$ cat src/verilog/simd_wrap_macros.svh
//----------------------------------------------------------------------------
// Sizes for the SIMD wrapper. Each result FIFO threshold must leave room
// for the words already in flight when result_ready drops.
// The FIFO depths are assumed to be powers of two.
//----------------------------------------------------------------------------
`ifndef SIMD_WRAP_MACROS_SVH
`define SIMD_WRAP_MACROS_SVH

// Lane geometry
`define NUM_LANES              4
`define LANE_WIDTH             32
`define CNTL_WIDTH             2

// Tag fields
`define TAG_WIDTH              8
`define OPTION_PTR_WIDTH       4
`define LANE_COUNT_WIDTH       3

// Per-lane result FIFOs
`define RESULT_FIFO_DEPTH      8
`define RESULT_FIFO_THRESHOLD  6

// Tag FIFO
`define TAG_FIFO_DEPTH         4
`define TAG_FIFO_THRESHOLD     2

// Option table entries, one per option pointer value
`define OPTION_MEM_DEPTH       16

`endif

$ cat src/verilog/simd_wrap_pkg.sv
//----------------------------------------------------------------------------
// Types shared by the SIMD wrapper blocks. MAX_SCALAR compares unsigned.
//----------------------------------------------------------------------------
`include "simd_wrap_macros.svh"

package simd_wrap_pkg;

  typedef logic [`LANE_WIDTH-1:0]        lane_data_t;
  typedef logic [`CNTL_WIDTH-1:0]        lane_cntl_t;
  typedef logic [`NUM_LANES-1:0]         lane_mask_t;
  typedef logic [`TAG_WIDTH-1:0]         tag_t;
  typedef logic [`OPTION_PTR_WIDTH-1:0]  option_ptr_t;
  typedef logic [`LANE_COUNT_WIDTH-1:0]  lane_count_t;

  // Lane operations, each applied against the scalar operand
  typedef enum logic [2:0]
  {
    PASS,
    ADD_SCALAR,
    SUB_SCALAR,
    MAX_SCALAR,
    AND_SCALAR
  } simd_op_e;

  // An all-zero entry is disabled with PASS
  typedef struct packed
  {
    logic      enable;
    simd_op_e  operation;
  } option_entry_t;

  // Upstream control FSM
  typedef enum logic [2:0]
  {
    WAIT,
    CHECK_ENABLE,
    WAIT_SIMD_START,
    WAIT_SIMD_COMPLETE,
    SEND_DATA,
    WAIT_COMPLETE,
    WAIT_COMPLETE_LOW,
    DONE
  } upstream_state_e;

endpackage

$ cat src/verilog/lane_result_if.sv
//----------------------------------------------------------------------------
// Head words of the lane result FIFOs, seen by the upstream FSM and the
// lane unit. The lane unit only looks at the words and never pops them.
//----------------------------------------------------------------------------
`timescale 1ns/1ps
`include "simd_wrap_macros.svh"

interface lane_result_if
  import simd_wrap_pkg::*;
  ();

  lane_mask_t  head_valid;
  lane_cntl_t  head_cntl [`NUM_LANES];
  lane_data_t  head_data [`NUM_LANES];

  // One pop strobe per lane
  lane_mask_t  read;

  modport fifo_side (
    output head_valid, head_cntl, head_data,
    input  read
  );

  modport cntl_side (
    input  head_valid, head_cntl, head_data,
    output read
  );

  modport alu_side (
    input  head_cntl, head_data
  );

endinterface

$ cat src/verilog/pipelined_fifo.sv
//----------------------------------------------------------------------------
// Synchronous FIFO with a registered head word. DEPTH must be a power of
// two and at least 2. almost_full is set from THRESHOLD entries on.
// A write shows at the head one cycle later.
//----------------------------------------------------------------------------
`timescale 1ns/1ps

module pipelined_fifo #(
  parameter int DEPTH     = 8,
  parameter int WIDTH     = 32,
  parameter int THRESHOLD = 6
) (
  input  logic              clk,
  input  logic              reset,
  input  logic              write,
  input  logic [WIDTH-1:0]  write_data,
  input  logic              read,
  output logic              head_valid,
  output logic [WIDTH-1:0]  head_data,
  output logic              almost_full
);

  localparam int PTR_W = $clog2(DEPTH);
  localparam int CNT_W = $clog2(DEPTH + 1);

  logic [WIDTH-1:0]  mem [DEPTH];
  logic [PTR_W-1:0]  wr_ptr;
  logic [PTR_W-1:0]  rd_ptr;
  logic [PTR_W-1:0]  rd_ptr_next;
  logic [CNT_W-1:0]  count;

  assign rd_ptr_next = read ? rd_ptr + 1'b1 : rd_ptr;
  assign head_valid  = (count != '0);
  assign almost_full = (count >= CNT_W'(THRESHOLD));

  // Pointers and occupancy
  always_ff @(posedge clk)
  begin
    if (reset)
    begin
      wr_ptr <= '0;
      rd_ptr <= '0;
      count  <= '0;
    end
    else
    begin
      if (write)
        wr_ptr <= wr_ptr + 1'b1;
      rd_ptr <= rd_ptr_next;
      if (write && !read)
        count <= count + 1'b1;
      else if (read && !write)
        count <= count - 1'b1;
    end
  end

  // Storage and the head word at the next read pointer
  always_ff @(posedge clk)
  begin
    if (write)
      mem[wr_ptr] <= write_data;
    // Word written into an emptied FIFO goes straight to the head
    if (write && (wr_ptr == rd_ptr_next))
      head_data <= write_data;
    else
      head_data <= mem[rd_ptr_next];
  end

  no_write_when_full : assert property (
    @(posedge clk) disable iff (reset) write |-> (count != CNT_W'(DEPTH)));

  no_read_when_empty : assert property (
    @(posedge clk) disable iff (reset) read |-> head_valid);

endmodule

$ cat src/verilog/simd_option_memory.sv
//----------------------------------------------------------------------------
// Option table indexed by the tag's option pointer. Reset clears every
// entry to disabled PASS. The read is combinational and a write is seen
// from the next cycle.
//----------------------------------------------------------------------------
`timescale 1ns/1ps
`include "simd_wrap_macros.svh"

module simd_option_memory
  import simd_wrap_pkg::*;
(
  input  logic           clk,
  input  logic           reset,
  input  logic           write,
  input  option_ptr_t    write_address,
  input  option_entry_t  write_entry,
  input  option_ptr_t    read_address,
  output option_entry_t  read_entry
);

  option_entry_t  table_q [`OPTION_MEM_DEPTH];

  always_ff @(posedge clk)
  begin
    if (reset)
    begin
      for (int i = 0; i < `OPTION_MEM_DEPTH; i++)
        table_q[i] <= '0;
    end
    else if (write)
    begin
      table_q[write_address] <= write_entry;
    end
  end

  assign read_entry = table_q[read_address];

endmodule

$ cat src/verilog/simd_lane_alu.sv
//----------------------------------------------------------------------------
// Lane unit applying one scalar operation to every lane head word.
// processing follows start by one cycle, complete and the results by two.
// Results are held until the next start. Arithmetic wraps modulo 2^32.
//----------------------------------------------------------------------------
`timescale 1ns/1ps
`include "simd_wrap_macros.svh"

module simd_lane_alu
  import simd_wrap_pkg::*;
(
  input  logic                  clk,
  input  logic                  reset,
  input  logic                  start,
  input  simd_op_e              operation,
  input  lane_data_t            scalar,
  lane_result_if.alu_side       results,
  output logic                  processing,
  output logic                  complete,
  output lane_cntl_t            lane_cntl_out [`NUM_LANES],
  output lane_data_t            lane_data_out [`NUM_LANES]
);

  simd_op_e  op_q;

  function automatic lane_data_t apply_op(simd_op_e op, lane_data_t a, lane_data_t s);
    case (op)
      ADD_SCALAR: return a + s;
      SUB_SCALAR: return a - s;
      MAX_SCALAR: return (a > s) ? a : s;
      AND_SCALAR: return a & s;
      default:    return a;
    endcase
  endfunction

  // Strobe pipeline
  always_ff @(posedge clk)
  begin
    if (reset)
    begin
      processing <= 1'b0;
      complete   <= 1'b0;
      op_q       <= PASS;
    end
    else
    begin
      processing <= start;
      complete   <= processing;
      if (start)
        op_q <= operation;
    end
  end

  // Heads are stable until the FSM pops them after complete
  always_ff @(posedge clk)
  begin
    if (processing)
    begin
      for (int i = 0; i < `NUM_LANES; i++)
      begin
        lane_cntl_out[i] <= results.head_cntl[i];
        lane_data_out[i] <= apply_op(op_q, results.head_data[i], scalar);
      end
    end
  end

  no_start_while_busy : assert property (
    @(posedge clk) disable iff (reset) start |-> !processing);

endmodule

$ cat src/verilog/upstream_cntl.sv
//----------------------------------------------------------------------------
// Upstream FSM. A job starts once a tag, every masked lane head and the
// upstream ready are present. regs_valid is high for one cycle per job and
// the next job waits for the upstream complete pulse to end.
//----------------------------------------------------------------------------
`timescale 1ns/1ps
`include "simd_wrap_macros.svh"

module upstream_cntl
  import simd_wrap_pkg::*;
(
  input  logic                  clk,
  input  logic                  reset,
  input  lane_mask_t            lane_mask,
  input  logic                  tag_head_valid,
  input  tag_t                  tag_head,
  input  lane_count_t           tag_head_count,
  input  option_entry_t         option,
  lane_result_if.cntl_side      results,
  input  logic                  alu_processing,
  input  logic                  alu_complete,
  input  lane_cntl_t            alu_cntl [`NUM_LANES],
  input  lane_data_t            alu_data [`NUM_LANES],
  input  logic                  regs_ready_d1,
  input  logic                  regs_complete_d1,
  output logic                  alu_start,
  output logic                  tag_read,
  output tag_t                  regs_tag,
  output lane_count_t           regs_lane_count,
  output lane_mask_t            regs_valid,
  output lane_cntl_t            regs_cntl [`NUM_LANES],
  output lane_data_t            regs_data [`NUM_LANES]
);

  upstream_state_e  state;
  upstream_state_e  state_next;
  logic             lanes_ready;
  logic             send_data;

  // Unmasked lanes do not hold up a job
  assign lanes_ready = &(results.head_valid | ~lane_mask);
  assign send_data   = (state == SEND_DATA);
  assign alu_start   = (state == CHECK_ENABLE) && option.enable;
  assign tag_read    = send_data;
  assign results.read = lane_mask & {`NUM_LANES{send_data}};

  // --------------------------------------------------------------------------
  // State sequencing
  // --------------------------------------------------------------------------
  always_ff @(posedge clk)
  begin
    if (reset)
      state <= WAIT;
    else
      state <= state_next;
  end

  always_comb
  begin
    state_next = state;
    case (state)
      WAIT:
        if (tag_head_valid && lanes_ready && regs_ready_d1)
          state_next = CHECK_ENABLE;
      CHECK_ENABLE:
        state_next = option.enable ? WAIT_SIMD_START : SEND_DATA;
      WAIT_SIMD_START:
        if (alu_processing)
          state_next = WAIT_SIMD_COMPLETE;
      WAIT_SIMD_COMPLETE:
        if (alu_complete)
          state_next = SEND_DATA;
      SEND_DATA:
        state_next = WAIT_COMPLETE;
      WAIT_COMPLETE:
        if (regs_complete_d1)
          state_next = WAIT_COMPLETE_LOW;
      WAIT_COMPLETE_LOW:
        if (!regs_complete_d1)
          state_next = DONE;
      default:
        state_next = WAIT;
    endcase
  end

  // --------------------------------------------------------------------------
  // Upstream output registers
  // --------------------------------------------------------------------------
  always_ff @(posedge clk)
  begin
    if (reset)
    begin
      regs_valid      <= '0;
      regs_tag        <= '0;
      regs_lane_count <= '0;
      for (int i = 0; i < `NUM_LANES; i++)
      begin
        regs_cntl[i] <= '0;
        regs_data[i] <= '0;
      end
    end
    else
    begin
      regs_valid <= send_data ? lane_mask : '0;
      if (send_data)
      begin
        regs_tag        <= tag_head;
        regs_lane_count <= tag_head_count;
        // Bypass takes the FIFO heads as they are
        for (int i = 0; i < `NUM_LANES; i++)
        begin
          regs_cntl[i] <= option.enable ? alu_cntl[i] : results.head_cntl[i];
          regs_data[i] <= option.enable ? alu_data[i] : results.head_data[i];
        end
      end
    end
  end

  read_only_valid_heads : assert property (
    @(posedge clk) disable iff (reset) (results.read & ~results.head_valid) == '0);

endmodule

$ cat src/verilog/simd_wrapper.sv
//----------------------------------------------------------------------------
// SIMD wrapper between the per-lane streaming results and the stack
// upstream interface. The result source must honor result_ready per lane
// and the tag source must honor tag_ready. rs0 and rs1 are expected to
// stay stable while jobs are queued.
//----------------------------------------------------------------------------
`timescale 1ns/1ps
`include "simd_wrap_macros.svh"

module simd_wrapper
  import simd_wrap_pkg::*;
(
  input  logic           clk,
  input  logic           reset,
  input  lane_data_t     rs0,
  input  lane_mask_t     rs1,
  input  logic           tag_valid,
  input  tag_t           tag,
  input  option_ptr_t    tag_option_ptr,
  input  lane_count_t    tag_lane_count,
  output logic           tag_ready,
  input  lane_mask_t     result_valid,
  input  lane_cntl_t     result_cntl [`NUM_LANES],
  input  lane_data_t     result_data [`NUM_LANES],
  output lane_mask_t     result_ready,
  input  logic           option_write,
  input  option_ptr_t    option_address,
  input  option_entry_t  option_data,
  output tag_t           regs_tag,
  output lane_count_t    regs_lane_count,
  output lane_mask_t     regs_valid,
  output lane_cntl_t     regs_cntl [`NUM_LANES],
  output lane_data_t     regs_data [`NUM_LANES],
  input  logic           regs_ready,
  input  logic           regs_complete
);

  localparam int LANE_FIFO_W = `CNTL_WIDTH + `LANE_WIDTH;
  localparam int TAG_FIFO_W  = `OPTION_PTR_WIDTH + `LANE_COUNT_WIDTH + `TAG_WIDTH;

  lane_data_t     rs0_q;
  lane_mask_t     rs1_q;
  logic           tag_valid_d1;
  tag_t           tag_d1;
  option_ptr_t    tag_option_ptr_d1;
  lane_count_t    tag_lane_count_d1;
  logic           regs_ready_d1;
  logic           regs_complete_d1;

  logic           tag_head_valid;
  logic           tag_almost_full;
  logic           tag_read;
  tag_t           tag_head;
  option_ptr_t    tag_head_option_ptr;
  lane_count_t    tag_head_count;

  option_entry_t  option_entry;
  logic           alu_start;
  logic           alu_processing;
  logic           alu_complete;
  lane_cntl_t     alu_cntl [`NUM_LANES];
  lane_data_t     alu_data [`NUM_LANES];

  lane_result_if  res_if ();

  // --------------------------------------------------------------------------
  // Input registers
  // --------------------------------------------------------------------------
  always_ff @(posedge clk)
  begin
    if (reset)
    begin
      rs0_q            <= '0;
      rs1_q            <= '0;
      tag_valid_d1     <= 1'b0;
      regs_ready_d1    <= 1'b0;
      regs_complete_d1 <= 1'b0;
      tag_ready        <= 1'b1;
    end
    else
    begin
      rs0_q            <= rs0;
      rs1_q            <= rs1;
      tag_valid_d1     <= tag_valid;
      regs_ready_d1    <= regs_ready;
      regs_complete_d1 <= regs_complete;
      tag_ready        <= ~tag_almost_full;
    end
  end

  // Tag payload rides along with tag_valid_d1
  always_ff @(posedge clk)
  begin
    tag_d1            <= tag;
    tag_option_ptr_d1 <= tag_option_ptr;
    tag_lane_count_d1 <= tag_lane_count;
  end

  // --------------------------------------------------------------------------
  // Result and tag FIFOs
  // --------------------------------------------------------------------------
  for (genvar i = 0; i < `NUM_LANES; i++)
  begin : g_lane
    logic [LANE_FIFO_W-1:0]  fifo_head;
    logic                    almost_full;

    pipelined_fifo #(
      .DEPTH     (`RESULT_FIFO_DEPTH),
      .WIDTH     (LANE_FIFO_W),
      .THRESHOLD (`RESULT_FIFO_THRESHOLD)
    ) lane_fifo (
      .clk         (clk),
      .reset       (reset),
      .write       (result_valid[i]),
      .write_data  ({result_cntl[i], result_data[i]}),
      .read        (res_if.read[i]),
      .head_valid  (res_if.head_valid[i]),
      .head_data   (fifo_head),
      .almost_full (almost_full)
    );

    assign res_if.head_cntl[i] = fifo_head[LANE_FIFO_W-1:`LANE_WIDTH];
    assign res_if.head_data[i] = fifo_head[`LANE_WIDTH-1:0];
    assign result_ready[i]     = ~almost_full;
  end

  pipelined_fifo #(
    .DEPTH     (`TAG_FIFO_DEPTH),
    .WIDTH     (TAG_FIFO_W),
    .THRESHOLD (`TAG_FIFO_THRESHOLD)
  ) tag_fifo (
    .clk         (clk),
    .reset       (reset),
    .write       (tag_valid_d1),
    .write_data  ({tag_option_ptr_d1, tag_lane_count_d1, tag_d1}),
    .read        (tag_read),
    .head_valid  (tag_head_valid),
    .head_data   ({tag_head_option_ptr, tag_head_count, tag_head}),
    .almost_full (tag_almost_full)
  );

  // --------------------------------------------------------------------------
  // Option table, lane unit and upstream FSM
  // --------------------------------------------------------------------------
  simd_option_memory option_mem (
    .clk           (clk),
    .reset         (reset),
    .write         (option_write),
    .write_address (option_address),
    .write_entry   (option_data),
    .read_address  (tag_head_option_ptr),
    .read_entry    (option_entry)
  );

  simd_lane_alu lane_alu (
    .clk           (clk),
    .reset         (reset),
    .start         (alu_start),
    .operation     (option_entry.operation),
    .scalar        (rs0_q),
    .results       (res_if.alu_side),
    .processing    (alu_processing),
    .complete      (alu_complete),
    .lane_cntl_out (alu_cntl),
    .lane_data_out (alu_data)
  );

  upstream_cntl cntl (
    .clk              (clk),
    .reset            (reset),
    .lane_mask        (rs1_q),
    .tag_head_valid   (tag_head_valid),
    .tag_head         (tag_head),
    .tag_head_count   (tag_head_count),
    .option           (option_entry),
    .results          (res_if.cntl_side),
    .alu_processing   (alu_processing),
    .alu_complete     (alu_complete),
    .alu_cntl         (alu_cntl),
    .alu_data         (alu_data),
    .regs_ready_d1    (regs_ready_d1),
    .regs_complete_d1 (regs_complete_d1),
    .alu_start        (alu_start),
    .tag_read         (tag_read),
    .regs_tag         (regs_tag),
    .regs_lane_count  (regs_lane_count),
    .regs_valid       (regs_valid),
    .regs_cntl        (regs_cntl),
    .regs_data        (regs_data)
  );

endmodule

$ cat config.mk
export PLATFORM = sky130hd
export DESIGN_NAME = simd_wrapper
export DESIGN_NICKNAME = d
export VERILOG_FILES = /design/src/verilog/simd_wrap_pkg.sv /design/src/verilog/lane_result_if.sv /design/src/verilog/pipelined_fifo.sv /design/src/verilog/simd_option_memory.sv /design/src/verilog/simd_lane_alu.sv /design/src/verilog/upstream_cntl.sv /design/src/verilog/simd_wrapper.sv
export VERILOG_INCLUDE_DIRS = /design/src /design/src/verilog
export SDC_FILE = /design/constraint.sdc
export NUM_CORES = 2
export LEC_CHECK = 0
export BUFFER_PORTS_ARGS = -buffer_cell sky130_fd_sc_hd__buf_2
export CAP_MARGIN = 5
export CORE_MARGIN = 4
export CORE_UTILIZATION = 60
export DETAILED_ROUTE_END_ITERATION = 8
export GPL_TIMING_DRIVEN = 0
export PLACE_DENSITY_LB_ADDON = 0.05
export SLEW_MARGIN = 20
export SYNTH_ARGS = -nofsm -noshare
export SYNTH_HDL_FRONTEND = slang
export SYNTH_HIERARCHICAL = 1
export SYNTH_SLANG_ARGS = --single-unit
$ cat constraint.sdc
create_clock -name clk -period 5.2 [get_ports clk]
set_clock_uncertainty 0.15 [all_clocks]
set_input_delay 0.26 -clock clk [delete_from_list [all_inputs] [get_ports clk]]
set_output_delay 0.26 -clock clk [all_outputs]
set_load 0.02 [all_outputs]
# Word level (Yosys, flattened, before mapping)

Memories as Yosys holds them, arrays and structs flattened. A register that Yosys moved wholly into a read port is not among the register bits.
Index checks and enable logic that the tools add are counted.

Register bits: 397
Memories: 6
Bits in writable memories: 1212

Memory list:

| memory                  | depth | bits a word | rd ports | clocked after Yosys merged registers in | wr ports | line                     | RTL |
|---|---|---|---|---|---|---|---|
| g_lane[0].lane_fifo.mem | 8     | 34          | 1        | 1                                       | 1        | pipelined_fifo.sv:26     | `logic [WIDTH-1:0] mem [DEPTH];` |
| g_lane[1].lane_fifo.mem | 8     | 34          | 1        | 1                                       | 1        | pipelined_fifo.sv:26     |  |
| g_lane[2].lane_fifo.mem | 8     | 34          | 1        | 1                                       | 1        | pipelined_fifo.sv:26     |  |
| g_lane[3].lane_fifo.mem | 8     | 34          | 1        | 1                                       | 1        | pipelined_fifo.sv:26     |  |
| option_mem.table_q      | 16    | 4           | 1        | 0                                       | 16       | simd_option_memory.sv:21 | `` option_entry_t table_q [`OPTION_MEM_DEPTH]; `` |
| tag_fifo.mem            | 4     | 15          | 1        | 1                                       | 1        | pipelined_fifo.sv:26     |  |

$lt $le $gt $ge: 9
Muxes and demuxes: 56
Bitwise gates (word level): 13
$add $sub $neg: 28
Reduce and logical (&&, ||, !) cells: 38
Eq/ne operators: 15

Operator list:

| cell                                                 | count |
|---|---|
| one-hot mux 32 bit (4 select lines)                  | 4 |
| two-way mux 32 bit                                   | 8 |
| adder 32 bit                                         | 4 |
| AND 32 bit                                           | 4 |
| > comparator 32 bit                                  | 4 |
| subtractor 32 bit                                    | 4 |
| two-way mux 4 bit                                    | 10 |
| two-way mux 3 bit                                    | 12 |
| adder 3 x 1 -> 3 bit (second input constant)         | 9 |
| one-hot mux 3 bit (7 select lines)                   | 1 |
| adder 4 x 1 -> 4 bit (second input constant)         | 4 |
| >= comparator 4 x 3 -> 1 bit (second input constant) | 4 |
| two-way mux 1 bit                                    | 16 |
| nonzero test 4 bit                                   | 4 |
| subtractor 4 x 1 -> 4 bit (second input constant)    | 4 |
| logical AND 1 bit                                    | 13 |
| == test 3 x 2 -> 1 bit (second input constant)       | 4 |
| == test 3 bit (second input constant)                | 4 |
| zero test 1 bit                                      | 10 |
| two-way mux 2 bit                                    | 5 |
| nonzero test 2 bit                                   | 5 |
| != test 2 bit (second input constant)                | 4 |
| == test 3 x 1 -> 1 bit (second input constant)       | 2 |
| NOT 1 bit                                            | 6 |
| 13 further kinds                                     | 14 |

# Logic depth before layout (Yosys ltp)

Word-level depth: 7
Mapped depth: 20
Gate-level depth less buffers: 16

# Hierarchy

Netlist, hierarchy kept.

By module, submodules not included:

| module                                    | times used | cells each | seq. area each (um^2) | area an instance (um^2) |
|---|---|---|---|---|
| pipelined_fifo at g_lane[0].lane_fifo ... | 4          | 462        | 8428.1                | 10956.8 |
| simd_lane_alu                             | 1          | 2998       | 4184.0                | 22663.0 |
| upstream_cntl                             | 1          | 700        | 3083.0                | 7084.3 |
| simd_option_memory                        | 1          | 212        | 1921.8                | 3130.5 |
| pipelined_fifo at tag_fifo                | 1          | 120        | 1981.9                | 2621.3 |
| simd_wrapper                              | 1          | 103        | 1101.1                | 1386.3 |

# Worst setup path after synthesis

No wires, ideal clock.

Kind: reg-to-reg
Start: reg (tool-made name)
End: reg lane_alu/lane_data_out[24] (netlist name) (data pin)
Path buffers: 2
Setup time: 261 ps
Setup slack: 672 ps
Cell stages (with the launch flop): 18
Data arrival time: 4117 ps
Cells stage by stage: dfxtp_1 -> buf_6 -> buf_2 -> mux4_2 -> mux2_2 -> ha_1 -> fa_1 -> nor2b_1 -> o211ai_1 -> a311oi_1 -> a211oi_2 -> nor4_1 -> nor2b_1 -> o221ai_1 -> a21o_1 -> a41oi_1 -> a21oi_1 -> o2bb2a_1

RTL lines:

| item                          | line                | RTL |
|---|---|---|
| end signal, assigned by index | simd_lane_alu.sv:62 | `lane_data_out[i] <= apply_op(op_q, results.head_data[i], scalar);` |
| end, declared                 | simd_lane_alu.sv:21 | `` output lane_data_t lane_data_out [`NUM_LANES] `` |

# Final worst setup path

Start: reg lane_alu.op_q[1]
End: reg lane_alu/lane_data_out[89] (netlist name) (data pin)

Cells in the longest elaborated chain, start to end: 2
Elaborated cells on any way between the ends: 5
Those cells by class: eq/ne: 4; mux: 1

RTL lines:

| item                                    | line                | RTL |
|---|---|---|
| start, declared                         | simd_lane_alu.sv:24 | `simd_op_e op_q;` |
| start signal, assigned                  | simd_lane_alu.sv:50 | `op_q <= operation;` |
| == test 3 bit (tied with other cells)   | simd_lane_alu.sv:27 | `case (op)` |
| one-hot mux 32 bit (4 select lines) (*) | simd_lane_alu.sv:27 |  |

Every way passes the cells marked *; elsewhere a longest branch is shown, timed or not.
A chain may end at the register's enable or synchronous reset.

==> out/metrics.yaml <==
yosys:
  synth.area.top_cells: "edfxtp_1 (50%), mux4_2 (6.9%), dfxtp_1 (6.8%)"
  yosys-top-cells-count: "edfxtp_1 (1348), nor2_1 (525), a21oi_1 (402)"
  synth_area_sq_um: 80700
  synth_warnings: 6
  syn_area_per_cell_sq_um: 13.5
  ys.flop_type: "edfxtp_1"
  synth_area_leader_cell: "edfxtp_1"
  synth_nets: 6480
  synthCells: 5981
  synth_most_common_cell: "edfxtp_1"
  yosys.cell_types.count: 119
  synth_edf_count: 1348
  yosys.area.top_type_share_pct: 50.2
  ys_ff_latch: 1623
  async_flop_share_pct: 0
  ys_seq_area_share_pct: 57.0
drt:
  wire_per_inst_um: 35.4
  drc: 0
  vias: 61101
  drt_iter0_markers: 8960
  totalWireLength_um: 308000
  drt-pass1-iter-count: 7
  ant_nets: 0
  via_per_inst: 7.01
grt:
  grt_start_max_net_pins: 52
  grt_usage_pct: 43.1
  overflow: 0
  antenna_found_initial: 18
  grt_pass1_vias: 59045
  grt_pass1_wl_um: 431000
clocking:
  cts.sinks: 1623
  numCtsBuffers: 161
  clk_latency_ns: 0.84
  clkTransAtPathRegs_ns: 0.06
  h-tree-depth: 4
  cts_root_buffer: "clkbuf_16"
  cts_buffer_depth: 3
  cts_tree: "yes"
critical_path:
  cp.required_ns: 5.60
  cp.arrival_ns: 6.12
  crit_type: "reg2reg"
  critPathLaunchType: "register"
  cp_max_fo: 10
  ff2ff_setup_slack_ns: -0.52
  cp-end-kind: "register"
hold_path:
  hold_class: "in2reg"
finish:
  num-nets-final: 7297
  post-route-util_pct: 70.6
  seq_area_sq_um: 46000
  multi_input_area_sq_um: 32900
  syn_to_final_growth_pct: 17.0
  final_cells: 8713
  fill_cells: 8676
  drive_above_1_share_pct: 23.1
outcome:
  outcome: "finished with violations"
  failed_checks: "setup timing"
floorplan:
  dieHeight_um: 375
  io_pins: 361
  die_w_um: 375
  initial_core_util_pct: 60.4
  die_area_sq_um: 140000
  num_rows: 134
  core_area_sq_um: 134000
power_and_ir_drop:
  max-vdd-ir-drop_uv: 440
  total_leakage_power_nw: 33.5
  power_w: 0.0325
  power_density_nw_per_um2: 344
sta:
  setup_violations: 116
  finalHoldViolCount: 0
  timing.final.ws_setup_ns: -0.523
  max_freq_mhz: 175
  slew_headroom_pct: 5.70
  worst_pin_slew_ns: 1.41
  fin_crit_ns: 5.72
  slew_viol_final: 0
  finalCritPeriodShare_pct: 110
placed_design:
  placedCellCount: 8177
  port_buffers: 360
  dp_hpwl_um: 206000
  gp_congestion: 1.06
flow_run:
  cap_violations: 0
[cell families (layout without fill, tap and decap cells)]
logic type	Yosys count	in the layout	share of synthesized area (%)
DFF	1623	1623	57.0
adders and majority gates	295	295	4.69
buffers and inverters	565	1517	3.30
AOI/OAI and AO/OA	1530	1530	13.4
and+or+nand+nor	1269	1269	7.50
other	0	12	0
muxes	625	625	13.3
xor gates and xnor gates	74	74	0.803
[critical path, stage by stage, from the launching register on]
cell and delay [ns]:
dfxtp_1 0.30, clkbuf_1 0.42, nor2_2 0.78, xor2_1 0.81
clkbuf_1 0.88, clkbuf_2 0.70, clkdlybuf4s15_1 1.01, a31oi_1 0.12
o21a_1 0.25
[power breakdown]
| group | internal (W) | switching (W) | total, W |
|---|---|---|---|
| Sequential | 0.0145 | 0.000323 | 0.0149 |
| Clock | 0.00628 | 0.00517 | 0.0114 |
| Combinational | 0.00219 | 0.00401 | 0.00620 |
[per-stage QoR]
| stage | hold slack [ns] | setup TNS (ns) | instance area [sq um] | setup WS [ns] |
|---|---|---|---|---|
| after CTS | 0.0293 | 0 | 93800 | 0.00296 |
| after global placement | 0.212 | -331.78 | 84700 | -1.43 |
| after floorplan | 0.138 | 0 | 80700 | 0.672 |
| final | 0.0954 | -24.45 | 94400 | -0.523 |
| after global routing | 0.0745 | -0.0692 | 94400 | -0.0193 |
| after detailed placement | 0.214 | -70.32 | 86100 | -1.16 |
[layout by cell type, fill, tap and decap left out, types with 159 or more instances in the layout]
cell type	instances
ha_1	272
mux4_2	248
dfxtp_1	263
edfxtp_1	1348
clkbuf_1	159
a21oi_1	396
inv_1	165
clkbuf_16	164
nor2_1	491
o21ai_0	196
nand2_1	211
mux2i_1	170
dlygate4sd3_1	221
buf_2	434
[what timing repair did]
item / CTS / global route
hold buffers: 220 / 1
pin swaps: 5 / 19
setup endpoints to repair: 128 / 113
gates resized for setup: 109 / 124
hold endpoints to repair: 1216 / 12
buffers inserted: 5 / 18
[per-layer routing]
metal,GRT usage (%),vias up,share of wire (%)
met3,13.4,1034,13
li1,-,25052,-
met4,25.6,10,7.2
met2,65.0,4633,44
met5,0,-,0.037
met1,55.2,30372,36
[flip-flops by register name, indices dropped and copies added (netlist names), 2 cells and up, named ones only]
name                     flops
cntl/state                   3
tag_fifo/mem                60
rs1_q                        4
tag_lane_count_d1            3
lane_alu/lane_cntl_out       8
cntl/regs_cntl               8
cntl/regs_data             128
g_lane.lane_fifo/count      16
cntl/regs_lane_count         3
cntl/regs_tag                8
rs0_q                       32
tag_fifo/wr_ptr              2
g_lane.lane_fifo/wr_ptr     12
g_lane.lane_fifo/rd_ptr     12
tag_option_ptr_d1            4
lane_alu/op_q                3
lane_alu/lane_data_out     128
cntl/regs_valid              4
tag_fifo/count               3
tag_d1                       8
option_mem/table_q          64
g_lane.lane_fifo/mem      1088
tag_fifo/rd_ptr              2
[final cells by class]
cell class / count / area share (%)
clock buffers: 207 / 4.60
multi-input cells: 3793 / 34.8
flip-flops and latches: 1623 / 48.7
clock inverters: 91 / 0.848
plain buffers: 368 / 2.31
repair buffers: 672 / 5.57
diodes: 12 / 0.0318
inverters: 179 / 0.722
well taps: 1768 / 2.34
[worst paths after layout]
check                     startpoint  cells after the start                          to
hold reg to reg   tag_fifo/rd_ptr[1]                      1                    register
setup reg to reg    lane_alu/op_q[1]                      8  lane_alu/lane_data_out[89]
setup / recovery    lane_alu/op_q[1]                      8  lane_alu/lane_data_out[89]
hold / removal                rs1[3]                      3                    rs1_q[3]
Power figures use the tool's default switching activity.
